--- config.mk ---
export PLATFORM = sky130hd
export DESIGN_NAME = ssu_top
export DESIGN_NICKNAME = d
export VERILOG_FILES = /design/src/ssu_pkg.sv /design/src/ssu_cb.sv /design/src/ssu_capture.sv /design/src/ssu_funnel.sv /design/src/ssu_resolve.sv /design/src/ssu_top.sv
export SDC_FILE = /design/constraint.sdc
export NUM_CORES = 1
export LEC_CHECK = 0
export ABC_CLOCK_PERIOD_IN_PS = 3550
export BUFFER_PORTS_ARGS = -buffer_cell sky130_fd_sc_hd__buf_2
export CAP_MARGIN = 20
export CORE_MARGIN = 3
export CORE_UTILIZATION = 40
export DETAILED_ROUTE_END_ITERATION = 7
export PLACE_DENSITY_LB_ADDON = 0.2
export SETUP_SLACK_MARGIN = 0.4
export SYNTH_ARGS = -nofsm -noshare
export SYNTH_HDL_FRONTEND = slang
export SYNTH_SLANG_ARGS = --single-unit
--- constraint.sdc ---
create_clock -name CLK -period 3.55 [get_ports CLK]
set_input_delay 0 -clock CLK [delete_from_list [all_inputs] [get_ports CLK]]
set_output_delay 0 -clock CLK [all_outputs]
set_load 0.05 [all_outputs]
--- src/ssu_pkg.sv ---
/*
 * Shared widths, confidence encodings and packed structs of the store set updater.
 * Imported by every stage from the capture buffers through to the resolve stage.
 */
package ssu_pkg;

    // ------------------------------------------------------------------------
    // widths
    localparam int CONF_W    = 2;
    localparam int SSID_W    = 6;
    localparam int ROB_IDX_W = 7;

    // confidence encodings
    localparam logic [CONF_W-1:0] CONF_NONE    = 2'd0;
    localparam logic [CONF_W-1:0] CONF_DECAYED = 2'd1;
    localparam logic [CONF_W-1:0] CONF_FULL    = 2'd3;

    // ------------------------------------------------------------------------
    // memory dependence info as held by the ROB
    typedef struct packed {
        logic [CONF_W-1:0] conf;
        logic [SSID_W-1:0] ssid;
    } mdp_info_t;

    // mdp tagged with the instruction it belongs to
    typedef struct packed {
        mdp_info_t            mdp;
        logic [ROB_IDX_W-1:0] rob_idx;
    } mdp_ref_t;

    // dependent load and store pair found by a CAM
    typedef struct packed {
        mdp_ref_t ld;
        mdp_ref_t stamo;
    } cam_update_t;

    // funnel queue entry, A then B are resolved in order
    typedef struct packed {
        logic     is_cam;
        logic     a_valid;
        mdp_ref_t a;
        logic     b_valid;
        mdp_ref_t b;
    } funnel_entry_t;

    typedef struct packed {
        logic                 valid;
        mdp_info_t            mdp;
        logic [ROB_IDX_W-1:0] rob_idx;
    } rob_update_t;

endpackage

--- src/ssu_cb.sv ---
/*
 * Small circular buffer for incoming updates. A push into a full buffer drops
 * the oldest entry so the youngest updates are always kept.
 */
`timescale 1ns/1ps

module ssu_cb #(
    parameter int  INPUT_BUF_ENTRIES = 2,
    parameter type entry_t           = logic [7:0]
) (
    input  logic   CLK,
    input  logic   nRST,
    input  logic   push,
    input  entry_t push_data,
    output logic   valid,
    output entry_t data,
    input  logic   pop
);

    localparam int PTR_W = (INPUT_BUF_ENTRIES > 1) ? $clog2(INPUT_BUF_ENTRIES) : 1;
    localparam int CNT_W = $clog2(INPUT_BUF_ENTRIES + 1);

    entry_t           mem [INPUT_BUF_ENTRIES];
    logic [PTR_W-1:0] head_ptr;
    logic [PTR_W-1:0] tail_ptr;
    logic [CNT_W-1:0] count;
    logic             full;
    logic             advance_head;

    function automatic logic [PTR_W-1:0] next_ptr(input logic [PTR_W-1:0] ptr);
        if (ptr == PTR_W'(INPUT_BUF_ENTRIES - 1)) begin
            return '0;
        end
        return ptr + 1'b1;
    endfunction

    assign valid = (count != '0);
    assign data  = mem[head_ptr];
    assign full  = (count == CNT_W'(INPUT_BUF_ENTRIES));

    // head moves on a pop, or when a push overwrites the oldest entry
    assign advance_head = (pop & valid) | (push & full);

    always_ff @(posedge CLK or negedge nRST) begin
        if (!nRST) begin
            head_ptr <= '0;
            tail_ptr <= '0;
            count    <= '0;
        end else begin
            if (push) begin
                tail_ptr <= next_ptr(tail_ptr);
            end
            if (advance_head) begin
                head_ptr <= next_ptr(head_ptr);
            end
            if (push & ~advance_head) begin
                count <= count + 1'b1;
            end else if (~push & advance_head) begin
                count <= count - 1'b1;
            end
        end
    end

    always_ff @(posedge CLK) begin
        if (push) begin
            mem[tail_ptr] <= push_data;
        end
    end

endmodule

--- src/ssu_capture.sv ---
/*
 * Input stage. Drops updates that cannot change the predictor and buffers
 * each of the four sources in its own overwriting circular buffer.
 */
`timescale 1ns/1ps

module ssu_capture #(
    parameter int INPUT_BUF_ENTRIES = 2
) (
    input  logic                 CLK,
    input  logic                 nRST,

    input  ssu_pkg::cam_update_t ldu_cam,
    input  logic                 ldu_cam_valid,
    input  ssu_pkg::cam_update_t stamofu_cam,
    input  logic                 stamofu_cam_valid,
    input  ssu_pkg::mdp_ref_t    ldu_commit,
    input  logic                 ldu_commit_valid,
    input  ssu_pkg::mdp_ref_t    stamofu_commit,
    input  logic                 stamofu_commit_valid,

    output logic                 ldu_cam_req_valid,
    output ssu_pkg::cam_update_t ldu_cam_req,
    input  logic                 ldu_cam_req_ready,
    output logic                 stamofu_cam_req_valid,
    output ssu_pkg::cam_update_t stamofu_cam_req,
    input  logic                 stamofu_cam_req_ready,
    output logic                 ldu_commit_req_valid,
    output ssu_pkg::mdp_ref_t    ldu_commit_req,
    input  logic                 ldu_commit_req_ready,
    output logic                 stamofu_commit_req_valid,
    output ssu_pkg::mdp_ref_t    stamofu_commit_req,
    input  logic                 stamofu_commit_req_ready
);

    import ssu_pkg::*;

    // ------------------------------------------------------------------------
    // filtering

    // pair already shares one store set at full confidence
    function automatic logic cam_is_useful(input cam_update_t u);
        return !((u.ld.mdp.conf == CONF_FULL) && (u.stamo.mdp.conf == CONF_FULL)
                 && (u.ld.mdp.ssid == u.stamo.mdp.ssid));
    endfunction

    // ------------------------------------------------------------------------
    // input buffers

    ssu_cb #(
        .INPUT_BUF_ENTRIES (INPUT_BUF_ENTRIES),
        .entry_t           (cam_update_t)
    ) u_ldu_cam_cb (
        .CLK       (CLK),
        .nRST      (nRST),
        .push      (ldu_cam_valid & cam_is_useful(ldu_cam)),
        .push_data (ldu_cam),
        .valid     (ldu_cam_req_valid),
        .data      (ldu_cam_req),
        .pop       (ldu_cam_req_ready)
    );

    ssu_cb #(
        .INPUT_BUF_ENTRIES (INPUT_BUF_ENTRIES),
        .entry_t           (cam_update_t)
    ) u_stamofu_cam_cb (
        .CLK       (CLK),
        .nRST      (nRST),
        .push      (stamofu_cam_valid & cam_is_useful(stamofu_cam)),
        .push_data (stamofu_cam),
        .valid     (stamofu_cam_req_valid),
        .data      (stamofu_cam_req),
        .pop       (stamofu_cam_req_ready)
    );

    // commit with no prediction has nothing to decay
    ssu_cb #(
        .INPUT_BUF_ENTRIES (INPUT_BUF_ENTRIES),
        .entry_t           (mdp_ref_t)
    ) u_ldu_commit_cb (
        .CLK       (CLK),
        .nRST      (nRST),
        .push      (ldu_commit_valid & (ldu_commit.mdp.conf != CONF_NONE)),
        .push_data (ldu_commit),
        .valid     (ldu_commit_req_valid),
        .data      (ldu_commit_req),
        .pop       (ldu_commit_req_ready)
    );

    ssu_cb #(
        .INPUT_BUF_ENTRIES (INPUT_BUF_ENTRIES),
        .entry_t           (mdp_ref_t)
    ) u_stamofu_commit_cb (
        .CLK       (CLK),
        .nRST      (nRST),
        .push      (stamofu_commit_valid & (stamofu_commit.mdp.conf != CONF_NONE)),
        .push_data (stamofu_commit),
        .valid     (stamofu_commit_req_valid),
        .data      (stamofu_commit_req),
        .pop       (stamofu_commit_req_ready)
    );

endmodule

--- src/ssu_funnel.sv ---
/*
 * Fixed-priority funnel from the four buffer heads into a bounded queue.
 * ldu CAM wins over stamofu CAM, and both commits may share one entry.
 */
`timescale 1ns/1ps

module ssu_funnel #(
    parameter int FUNNEL_ENTRIES = 2
) (
    input  logic                   CLK,
    input  logic                   nRST,

    input  logic                   ldu_cam_req_valid,
    input  ssu_pkg::cam_update_t   ldu_cam_req,
    output logic                   ldu_cam_req_ready,
    input  logic                   stamofu_cam_req_valid,
    input  ssu_pkg::cam_update_t   stamofu_cam_req,
    output logic                   stamofu_cam_req_ready,
    input  logic                   ldu_commit_req_valid,
    input  ssu_pkg::mdp_ref_t      ldu_commit_req,
    output logic                   ldu_commit_req_ready,
    input  logic                   stamofu_commit_req_valid,
    input  ssu_pkg::mdp_ref_t      stamofu_commit_req,
    output logic                   stamofu_commit_req_ready,

    output ssu_pkg::funnel_entry_t head,
    output logic                   head_valid,
    input  logic                   head_pop
);

    import ssu_pkg::*;

    localparam int PTR_W = (FUNNEL_ENTRIES > 1) ? $clog2(FUNNEL_ENTRIES) : 1;
    localparam int CNT_W = $clog2(FUNNEL_ENTRIES + 1);

    funnel_entry_t    q_mem [FUNNEL_ENTRIES];
    logic [PTR_W-1:0] head_ptr;
    logic [PTR_W-1:0] tail_ptr;
    logic [CNT_W-1:0] count;
    logic             full;
    logic             deq;
    logic             enq_valid;
    funnel_entry_t    enq_entry;

    function automatic logic [PTR_W-1:0] next_ptr(input logic [PTR_W-1:0] ptr);
        if (ptr == PTR_W'(FUNNEL_ENTRIES - 1)) begin
            return '0;
        end
        return ptr + 1'b1;
    endfunction

    // load goes to A, store to B
    function automatic funnel_entry_t cam_entry(input cam_update_t u);
        funnel_entry_t e;
        e.is_cam  = 1'b1;
        e.a_valid = 1'b1;
        e.a       = u.ld;
        e.b_valid = 1'b1;
        e.b       = u.stamo;
        return e;
    endfunction

    // ------------------------------------------------------------------------
    // selection

    always_comb begin
        enq_valid                = 1'b0;
        enq_entry                = '0;
        ldu_cam_req_ready        = 1'b0;
        stamofu_cam_req_ready    = 1'b0;
        ldu_commit_req_ready     = 1'b0;
        stamofu_commit_req_ready = 1'b0;

        if (!full) begin
            if (ldu_cam_req_valid) begin
                ldu_cam_req_ready = 1'b1;
                enq_valid         = 1'b1;
                enq_entry         = cam_entry(ldu_cam_req);
            end else if (stamofu_cam_req_valid) begin
                stamofu_cam_req_ready = 1'b1;
                enq_valid             = 1'b1;
                enq_entry             = cam_entry(stamofu_cam_req);
            end else if (ldu_commit_req_valid | stamofu_commit_req_valid) begin
                // both commits ride together as the A and B halves
                ldu_commit_req_ready     = ldu_commit_req_valid;
                stamofu_commit_req_ready = stamofu_commit_req_valid;
                enq_valid                = 1'b1;
                enq_entry.a_valid        = ldu_commit_req_valid;
                enq_entry.a              = ldu_commit_req;
                enq_entry.b_valid        = stamofu_commit_req_valid;
                enq_entry.b              = stamofu_commit_req;
            end
        end
    end

    // ------------------------------------------------------------------------
    // funnel queue

    assign full       = (count == CNT_W'(FUNNEL_ENTRIES));
    assign head_valid = (count != '0);
    assign head       = q_mem[head_ptr];
    assign deq        = head_pop & head_valid;

    always_ff @(posedge CLK or negedge nRST) begin
        if (!nRST) begin
            head_ptr <= '0;
            tail_ptr <= '0;
            count    <= '0;
        end else begin
            if (enq_valid) begin
                tail_ptr <= next_ptr(tail_ptr);
            end
            if (deq) begin
                head_ptr <= next_ptr(head_ptr);
            end
            if (enq_valid & ~deq) begin
                count <= count + 1'b1;
            end else if (~enq_valid & deq) begin
                count <= count - 1'b1;
            end
        end
    end

    always_ff @(posedge CLK) begin
        if (enq_valid) begin
            q_mem[tail_ptr] <= enq_entry;
        end
    end

endmodule

--- src/ssu_resolve.sv ---
/*
 * Resolve stage. Turns the funnel head into ROB updates in steps A and B,
 * merging CAM pairs into one store set and decaying committed predictions.
 */
`timescale 1ns/1ps

module ssu_resolve (
    input  logic                   CLK,
    input  logic                   nRST,
    input  ssu_pkg::funnel_entry_t head,
    input  logic                   head_valid,
    output logic                   head_pop,
    output ssu_pkg::rob_update_t   rob_update
);

    import ssu_pkg::*;

    logic              a_done;
    logic              a_done_next;
    logic [SSID_W-1:0] ssid_ctr;
    logic              ssid_alloc;
    logic              a_present;
    logic              b_present;
    logic [SSID_W-1:0] shared_ssid;

    // 3 -> 1, anything else -> 0
    function automatic mdp_info_t decay(input mdp_info_t m);
        mdp_info_t d;
        d.ssid = m.ssid;
        d.conf = (m.conf == CONF_FULL) ? CONF_DECAYED : CONF_NONE;
        return d;
    endfunction

    // ------------------------------------------------------------------------
    // store set choice for a CAM pair

    assign a_present = (head.a.mdp.conf != CONF_NONE);
    assign b_present = (head.b.mdp.conf != CONF_NONE);

    // store side wins when both have a set, fresh set when neither does
    assign shared_ssid = b_present ? head.b.mdp.ssid :
                         a_present ? head.a.mdp.ssid : ssid_ctr;

    // ------------------------------------------------------------------------
    // step control

    always_comb begin
        head_pop    = 1'b0;
        a_done_next = 1'b0;
        ssid_alloc  = 1'b0;
        rob_update  = '0;

        if (head_valid) begin
            rob_update.valid = 1'b1;
            if (head.is_cam) begin
                rob_update.mdp.conf = CONF_FULL;
                rob_update.mdp.ssid = shared_ssid;
                if (!a_done) begin
                    // step A, the load
                    rob_update.rob_idx = head.a.rob_idx;
                    a_done_next        = 1'b1;
                end else begin
                    // step B, the store
                    rob_update.rob_idx = head.b.rob_idx;
                    head_pop           = 1'b1;
                    ssid_alloc         = !a_present && !b_present;
                end
            end else if (head.a_valid && !a_done) begin
                rob_update.mdp     = decay(head.a.mdp);
                rob_update.rob_idx = head.a.rob_idx;
                if (head.b_valid) begin
                    a_done_next = 1'b1;
                end else begin
                    head_pop = 1'b1;
                end
            end else begin
                rob_update.valid   = head.b_valid;
                rob_update.mdp     = decay(head.b.mdp);
                rob_update.rob_idx = head.b.rob_idx;
                head_pop           = 1'b1;
            end
        end
    end

    always_ff @(posedge CLK or negedge nRST) begin
        if (!nRST) begin
            a_done   <= 1'b0;
            ssid_ctr <= '0;
        end else begin
            a_done <= a_done_next;
            // round-robin allocation, wraps over all store sets
            if (ssid_alloc) begin
                ssid_ctr <= ssid_ctr + 1'b1;
            end
        end
    end

endmodule

--- src/ssu_top.sv ---
/*
 * Store set updater top level. Chains capture, funnel and resolve stages and
 * drives one ROB mdp update per cycle at most.
 */
`timescale 1ns/1ps

module ssu_top #(
    parameter int INPUT_BUF_ENTRIES = 2,
    parameter int FUNNEL_ENTRIES    = 2
) (
    input  logic                 CLK,
    input  logic                 nRST,
    input  ssu_pkg::cam_update_t ldu_cam,
    input  logic                 ldu_cam_valid,
    input  ssu_pkg::cam_update_t stamofu_cam,
    input  logic                 stamofu_cam_valid,
    input  ssu_pkg::mdp_ref_t    ldu_commit,
    input  logic                 ldu_commit_valid,
    input  ssu_pkg::mdp_ref_t    stamofu_commit,
    input  logic                 stamofu_commit_valid,
    output ssu_pkg::rob_update_t rob_update
);

    import ssu_pkg::*;

    // ------------------------------------------------------------------------
    // buffer heads
    logic          ldu_cam_req_valid;
    cam_update_t   ldu_cam_req;
    logic          ldu_cam_req_ready;
    logic          stamofu_cam_req_valid;
    cam_update_t   stamofu_cam_req;
    logic          stamofu_cam_req_ready;
    logic          ldu_commit_req_valid;
    mdp_ref_t      ldu_commit_req;
    logic          ldu_commit_req_ready;
    logic          stamofu_commit_req_valid;
    mdp_ref_t      stamofu_commit_req;
    logic          stamofu_commit_req_ready;

    // funnel head
    funnel_entry_t head;
    logic          head_valid;
    logic          head_pop;

    ssu_capture #(
        .INPUT_BUF_ENTRIES (INPUT_BUF_ENTRIES)
    ) u_capture (
        .CLK                      (CLK),
        .nRST                     (nRST),
        .ldu_cam                  (ldu_cam),
        .ldu_cam_valid            (ldu_cam_valid),
        .stamofu_cam              (stamofu_cam),
        .stamofu_cam_valid        (stamofu_cam_valid),
        .ldu_commit               (ldu_commit),
        .ldu_commit_valid         (ldu_commit_valid),
        .stamofu_commit           (stamofu_commit),
        .stamofu_commit_valid     (stamofu_commit_valid),
        .ldu_cam_req_valid        (ldu_cam_req_valid),
        .ldu_cam_req              (ldu_cam_req),
        .ldu_cam_req_ready        (ldu_cam_req_ready),
        .stamofu_cam_req_valid    (stamofu_cam_req_valid),
        .stamofu_cam_req          (stamofu_cam_req),
        .stamofu_cam_req_ready    (stamofu_cam_req_ready),
        .ldu_commit_req_valid     (ldu_commit_req_valid),
        .ldu_commit_req           (ldu_commit_req),
        .ldu_commit_req_ready     (ldu_commit_req_ready),
        .stamofu_commit_req_valid (stamofu_commit_req_valid),
        .stamofu_commit_req       (stamofu_commit_req),
        .stamofu_commit_req_ready (stamofu_commit_req_ready)
    );

    ssu_funnel #(
        .FUNNEL_ENTRIES (FUNNEL_ENTRIES)
    ) u_funnel (
        .CLK                      (CLK),
        .nRST                     (nRST),
        .ldu_cam_req_valid        (ldu_cam_req_valid),
        .ldu_cam_req              (ldu_cam_req),
        .ldu_cam_req_ready        (ldu_cam_req_ready),
        .stamofu_cam_req_valid    (stamofu_cam_req_valid),
        .stamofu_cam_req          (stamofu_cam_req),
        .stamofu_cam_req_ready    (stamofu_cam_req_ready),
        .ldu_commit_req_valid     (ldu_commit_req_valid),
        .ldu_commit_req           (ldu_commit_req),
        .ldu_commit_req_ready     (ldu_commit_req_ready),
        .stamofu_commit_req_valid (stamofu_commit_req_valid),
        .stamofu_commit_req       (stamofu_commit_req),
        .stamofu_commit_req_ready (stamofu_commit_req_ready),
        .head                     (head),
        .head_valid               (head_valid),
        .head_pop                 (head_pop)
    );

    ssu_resolve u_resolve (
        .CLK        (CLK),
        .nRST       (nRST),
        .head       (head),
        .head_valid (head_valid),
        .head_pop   (head_pop),
        .rob_update (rob_update)
    );

endmodule

; Word-level counts from Yosys, hierarchy flattened
; Memories as Yosys holds them, arrays and structs flattened.
; Index checks and enable logic that the tools add are counted.
[classes]
n_eq_ne = 13
add_sub_neg = 21
bitwise_logic = 38
muxes = 104
reduce_logical = 25
[op_table]
columns = operator, count
row1 = 1-bit two-way mux, 84
row2 = 33-bit two-way mux, 2
row3 = 32-bit two-way mux, 2
row4 = 15-bit two-way mux, 2
row5 = 2-bit nonzero test, 14
row6 = 1-bit bitwise AND, 23
row7 = "2-bit equality test, second input constant", 11
row8 = 2-bit two-way mux, 10
row9 = 16-bit two-way mux, 1
row10 = 6-bit equality test, 2
row11 = 6-bit two-way mux, 2
row12 = "1-bit adder, second input constant", 10
row13 = "2-bit by 1-bit adder with 2-bit output, second input constant", 5
row14 = 1-bit inverter, 10
row15 = "2-bit by 1-bit subtractor with 2-bit output, second input constant", 5
row16 = 7-bit two-way mux, 1
row17 = "6-bit by 1-bit adder with 6-bit output, second input constant", 1
row18 = 1-bit logical AND, 6
row19 = 1-bit logical NOT, 5
row20 = 1-bit OR, 5
[totals]
reg_bits = 27
output_inout_bits = 16
word_cells = 223
inputBits = 96
memories = 5
mem_bits_rw = 246
[mem_list]
columns = name, words, width, rd, rd_ports_with_merged_regs, write_ports, line
row1 = u_funnel.q_mem, 2, 33, 1, 0, 1, ssu_funnel.sv:36  ; funnel_entry_t q_mem [FUNNEL_ENTRIES];
row2 = u_capture.u_ldu_cam_cb.mem, 2, 30, 1, 0, 1, ssu_cb.sv:23  ; entry_t mem [INPUT_BUF_ENTRIES];
row3 = u_capture.u_stamofu_cam_cb.mem, 2, 30, 1, 0, 1, ssu_cb.sv:23
row4 = u_capture.u_ldu_commit_cb.mem, 2, 15, 1, 0, 1, ssu_cb.sv:23
row5 = u_capture.u_stamofu_commit_cb.mem, 2, 15, 1, 0, 1, ssu_cb.sv:23

; Longest topological paths before layout
[depth]
ltp_word = 11
mapped_depth = 8
mapped_depth_nobuf = 8

; Cells and area by module
; A second synthesis with hierarchy kept.
[hier_totals]
hier_cells = 654
hier_area_um2 = 11823.8
[by_module_without_submodules]
columns = mod, cells_each, seq_area_each_um2, area_per_inst_um2, n_inst
row1 = ssu_cb at u_capture.u_ldu_cam_cb ..., 109, 1901.8, 2478.6, 2
row2 = ssu_funnel, 209, 2082.0, 3220.6, 1
row3 = ssu_cb at u_capture.u_ldu_commit_cb ..., 63, 1001.0, 1338.8, 2
row4 = ssu_resolve, 81, 175.2, 800.8, 1
row5 = ssu_capture, 20, 0.0, 167.7, 1

; Worst setup path after synthesis
; OpenSTA, ideal clock, no wires.
[synth_path]
path_kind = register to register
start = register u_funnel.count[1]
end = memory u_funnel.q_mem[0][0] (netlist bit) (enable)
setup_time_ns = 0.464
slack_ns = -0.218
t_arrival_ns = 3.303
path_stages_with_launch = 5
period_less_slack_ns = 3.768
path_cell_list = dfrtp_1 > nor2b_1 > clkbuf_1 > clkbuf_1 > nor3_1
[synth_via]
elab_chain_cells = 4
[synth_lines]
columns = item, line
row1 = "start, declared", ssu_funnel.sv:39  ; logic [CNT_W-1:0] count;
row2 = "start signal, assigned", ssu_funnel.sv:117  ; count <= count + 1'b1;
row3 = "start signal, assigned", ssu_funnel.sv:119  ; count <= count - 1'b1;
row4 = 2-bit equality test, ssu_funnel.sv:99  ; assign full = (count == CNT_W'(FUNNEL_ENTRIES));
row5 = 1-bit two-way mux, ssu_funnel.sv:74  ; if (!full) begin
row6 = 1-bit two-way mux, ssu_funnel.sv:125  ; if (enq_valid) begin
row7 = 1-bit two-way mux (not written as such), ssu_funnel.sv:126  ; q_mem[tail_ptr] <= enq_entry;
row8 = "end, declared", ssu_funnel.sv:36
; No other way between the ends.

==> results.sh <==
export IMPL_status="complete, no violations"
export IMPL_synthFlopType="sky130_fd_sc_hd__edfxtp_1"
export IMPL_worst_skew_pair_late_latency_ns=0.54
export IMPL_nNetsFinal=1034
export IMPL_power_density_mw_per_mm2=922
export IMPL_initialDrtViolationCount=552
export IMPL_yosys_cell_count_top_type="sky130_fd_sc_hd__edfxtp_1"
export IMPL_post_drt_via_cell_ratio=5.20
export IMPL_core_rowCount=60
export IMPL_die_w_um=174
export IMPL_drtAntennaViolNets=0
export IMPL_number_of_global_route_vias_before_repair=7218
export IMPL_worst_pin_slew_ns=0.997
export IMPL_postSynthNetCount=814
export IMPL_grt_max_degree=34
export IMPL_top_level_ports=112
export IMPL_grt_antenna_before_repair=1
export IMPL_synth_distinct_cells=43
export IMPL_worst_slew_margin_rel=0.334
export IMPL_overflow=0
export IMPL_core_footprint_mm2=0.0273
export IMPL_yosys_area_share_adder=0.00666
export IMPL_synthSimpleGateAreaFrac=0.0465
export IMPL_synth_top_cells_by_area="sky130_fd_sc_hd__edfxtp_1 66%, sky130_fd_sc_hd__mux2_2 10%, sky130_fd_sc_hd__dfrtp_1 6.0%, sky130_fd_sc_hd__o22ai_1 2.1%, sky130_fd_sc_hd__a21oi_1 1.7%"
export IMPL_netlist_top_cells_count="246 x sky130_fd_sc_hd__edfxtp_1, 104 x sky130_fd_sc_hd__mux2_2, 39 x sky130_fd_sc_hd__a21oi_1"
export IMPL_worst_setup_path_type="flop to primary output"
export IMPL_ctsRootBufferMaster="sky130_fd_sc_hd__clkbuf_16"
export IMPL_tns_ns=0
export IMPL_clock_skew_ns=0.0172
export IMPL_asyncSetResetFlopFracSynth=0.0989
export IMPL_final_period_minus_worst_setup_slack_ns=2.85
export IMPL_data_arrival_time_of_the_critical_path_ns=2.85
export IMPL_cts_inserted_buffers=29
export IMPL_cts_num_sinks=273
export IMPL_ys_ff_latch=273
export IMPL_synth_compound_gate_area_share=0.0680
export IMPL_worst_r2r_path_depth=6
export IMPL_synth_mux_area_frac=0.115
export IMPL_final_wirelength_um=26100
export IMPL_clk_transition_reported_paths_ns=0.06
export IMPL_areaGrowthSynthToFinish_pct=25.3
export IMPL_largest_family_of_logic_cells_by_synthesized_area="multiplexers"
export IMPL_cell_area_after_synthesis_mm2=0.0113
export IMPL_synth_top_area_cell="sky130_fd_sc_hd__edfxtp_1"
export IMPL_first_pass_grt_wire_length_um=40200
export IMPL_p_leak_nw=5.06
export IMPL_cts_post_setup_buffers_inserted=0
export IMPL_yosys_warnings=0
export IMPL_synth_xor_area_share=0.0326
export IMPL_postSynthCellCount=712
export IMPL_min_path_type="input pin to async pin"
export IMPL_port_buffers=111
export IMPL_count_of_final_hold_check_violations=0
export IMPL_grtUsageTotal=0.169
export IMPL_fraction_of_the_cycle_the_final_worst_path_needs=0.804
export IMPL_cts_tree="done"
export IMPL_first_pass_iters=6
export IMPL_worst_endpoint_required_time_ns=3.55
export IMPL_insertedDiodeCount=0
export IMPL_dr_total_vias=6886
export IMPL_worst_setup_path_start_kind="flop"
export IMPL_post_synthesis_average_cell_area_um2=15.8
export IMPL_route_detailed_wl_per_inst_um=19.7
export IMPL_number_of_synthesized_flops_with_an_enable_pin=246
export IMPL_die_h_um=174
export IMPL_critPathCaptureType="primary output"
export IMPL_dpl_worst_slack_ns=1.03
export IMPL_place_congestion=0.896
export IMPL_grt_setup_unrepaired="false"
export IMPL_max_cap_violations=0
export IMPL_initial_core_util=0.413
export IMPL_finalSetupViolCount=0
export IMPL_route_detailed_drc=0
export IMPL_post_route_worst_setup_slack_ns=0.696
export IMPL_finalMaxSlewViolations=0
export IMPL_clock_fmax_mhz=350
export IMPL_critical_path_peak_fanout=7
export IMPL_die_area_mm2=0.0302
export IMPL_fraction_of_final_layout_cells_with_drive_strength_greater_than_1=0.293
export IMPL_synth_sequential_area_ratio=0.715
export IMPL_fraction_of_post_synthesis_cell_area_in_the_top_cell_type_by_area=0.655
export IMPL_post_dp_hpwl_um=17500
export IMPL_h_tree_depth=1
export IMPL_vdd_ir_max_mv=0.434
export IMPL_cts_root_to_sink_buffers=3
[cell type report]
| type | count | area (um2) |
|---|---|---|
| Fill cell | 2290 | 13200 |
| Sequential cell | 273 | 8060 |
| Multi-Input combinational cell | 396 | 3050 |
| Timing Repair Buffer | 225 | 1670 |
| Clock buffer | 42 | 795 |
| Tap cell | 372 | 465 |
| Clock inverter | 9 | 42.5 |
| Inverter | 7 | 26.3 |
[through the flow]
step	utilization	instances	total power (W)	cell area, um2	hold slack, ns
5_1_grt	0.517	1324	0.0137	14100	0.103
4_1_cts	0.517	1324	0.0131	14100	0.0613
6_report	0.517	1324	0.0130	14100	0.0524
2_1_floorplan	-	712	0.00877	11300	-0.296
3_5_place_dp	0.451	1178	0.0103	12300	0.0883
3_3_place_gp	0.450	1176	0.0101	12300	0.0746
[worst max-delay path, cell delays in order, from the launching register on]
cell	delay, ns
sky130_fd_sc_hd__edfxtp_1	0.47
sky130_fd_sc_hd__o21bai_1	0.83
sky130_fd_sc_hd__mux2i_1	0.18
sky130_fd_sc_hd__a211oi_1	0.48
sky130_fd_sc_hd__buf_2	0.35
[flip-flops by register name, summed over array words and instances, names as in the netlist, 2 cells and up]
| register | cells |
|---|---|
| u_funnel.q_mem | 66 |
| u_capture.u_ldu_cam_cb.mem | 60 |
| u_capture.u_stamofu_cam_cb.mem | 60 |
| u_capture.u_ldu_commit_cb.mem | 30 |
| u_capture.u_stamofu_commit_cb.mem | 30 |
| u_resolve.ssid_ctr | 6 |
| u_capture.u_ldu_cam_cb.count | 2 |
| u_capture.u_ldu_commit_cb.count | 2 |
| u_capture.u_stamofu_cam_cb.count | 2 |
| u_capture.u_stamofu_commit_cb.count | 2 |
| u_funnel.count | 2 |
[cell families after synthesis]
| logic type | Yosys count |
|---|---|
| buffers and inverters | 43 |
| flip-flops | 273 |
| XOR/XNOR | 42 |
| multiplexers | 115 |
| AND/OR/NAND/NOR | 110 |
| AO/OA/AOI/OAI | 123 |
| adder cells (fa/ha/maj) | 6 |
[placed cells by master, fill, tap and decap left out, types with 3 or more instances in the layout]
master                          count
sky130_fd_sc_hd__a211oi_1          10
sky130_fd_sc_hd__a21oi_1           39
sky130_fd_sc_hd__and2_1             5
sky130_fd_sc_hd__buf_2            111
sky130_fd_sc_hd__buf_4             17
sky130_fd_sc_hd__clkbuf_1          11
sky130_fd_sc_hd__clkbuf_16         29
sky130_fd_sc_hd__clkinv_1           7
sky130_fd_sc_hd__dfrtp_1           26
sky130_fd_sc_hd__dlygate4sd3_1     95
sky130_fd_sc_hd__edfxtp_1         246
sky130_fd_sc_hd__ha_1               6
sky130_fd_sc_hd__inv_1              7
sky130_fd_sc_hd__mux2_2           104
sky130_fd_sc_hd__mux2i_1           10
sky130_fd_sc_hd__nand2_1           20
sky130_fd_sc_hd__nand3_1            7
sky130_fd_sc_hd__nand4_1            5
sky130_fd_sc_hd__nor2_1            27
sky130_fd_sc_hd__nor2_2             3
sky130_fd_sc_hd__nor3_1            31
sky130_fd_sc_hd__nor4_1             3
sky130_fd_sc_hd__o21ai_0           18
sky130_fd_sc_hd__o221ai_1           5
sky130_fd_sc_hd__o22ai_1           37
sky130_fd_sc_hd__xnor2_1           21
sky130_fd_sc_hd__xor2_1            21
[worst paths after layout]
check                                                     from                                      to  slack, ns
max                                      u_funnel.q_mem[1][32]                           rob_update[1]       0.70
min                                                       nRST  u_capture.u_stamofu_commit_cb.head_ptr       0.05
min in group CLK                                stamofu_cam[0]    u_capture.u_stamofu_cam_cb.mem[1][0]       0.19
max in group asynchronous                                 nRST                       u_funnel.head_ptr       3.01
min reg2reg                              u_resolve.ssid_ctr[5]                   u_resolve.ssid_ctr[5]       0.49
max reg2reg                u_capture.u_stamofu_cam_cb.count[0]                   u_funnel.q_mem[1][16]       1.20
[layer usage]
layer	wire length (um)	up-vias	track usage
met5	13	-	0
met4	573	2	0.0449
met3	1370	45	0.0320
met2	12700	231	0.279
met1	11500	3410	0.232
li1	-	3198	-
[timing repair]
action / 4_1_cts / 5_1_grt
endpoints found under the setup margin: 0 / 2
hold endpoints to repair: 219 / 0
resized for setup: 0 / 1
hold buffers: 95 / 0
[where the power goes]
part	switching, W	leakage, nW	internal [W]
Clock	0.00114	0.400	0.00154
Sequential	0.000514	2.65	0.00482
Combinational	0.00322	2.02	0.00179
No activity file was read; power rests on OpenSTA's default activity.
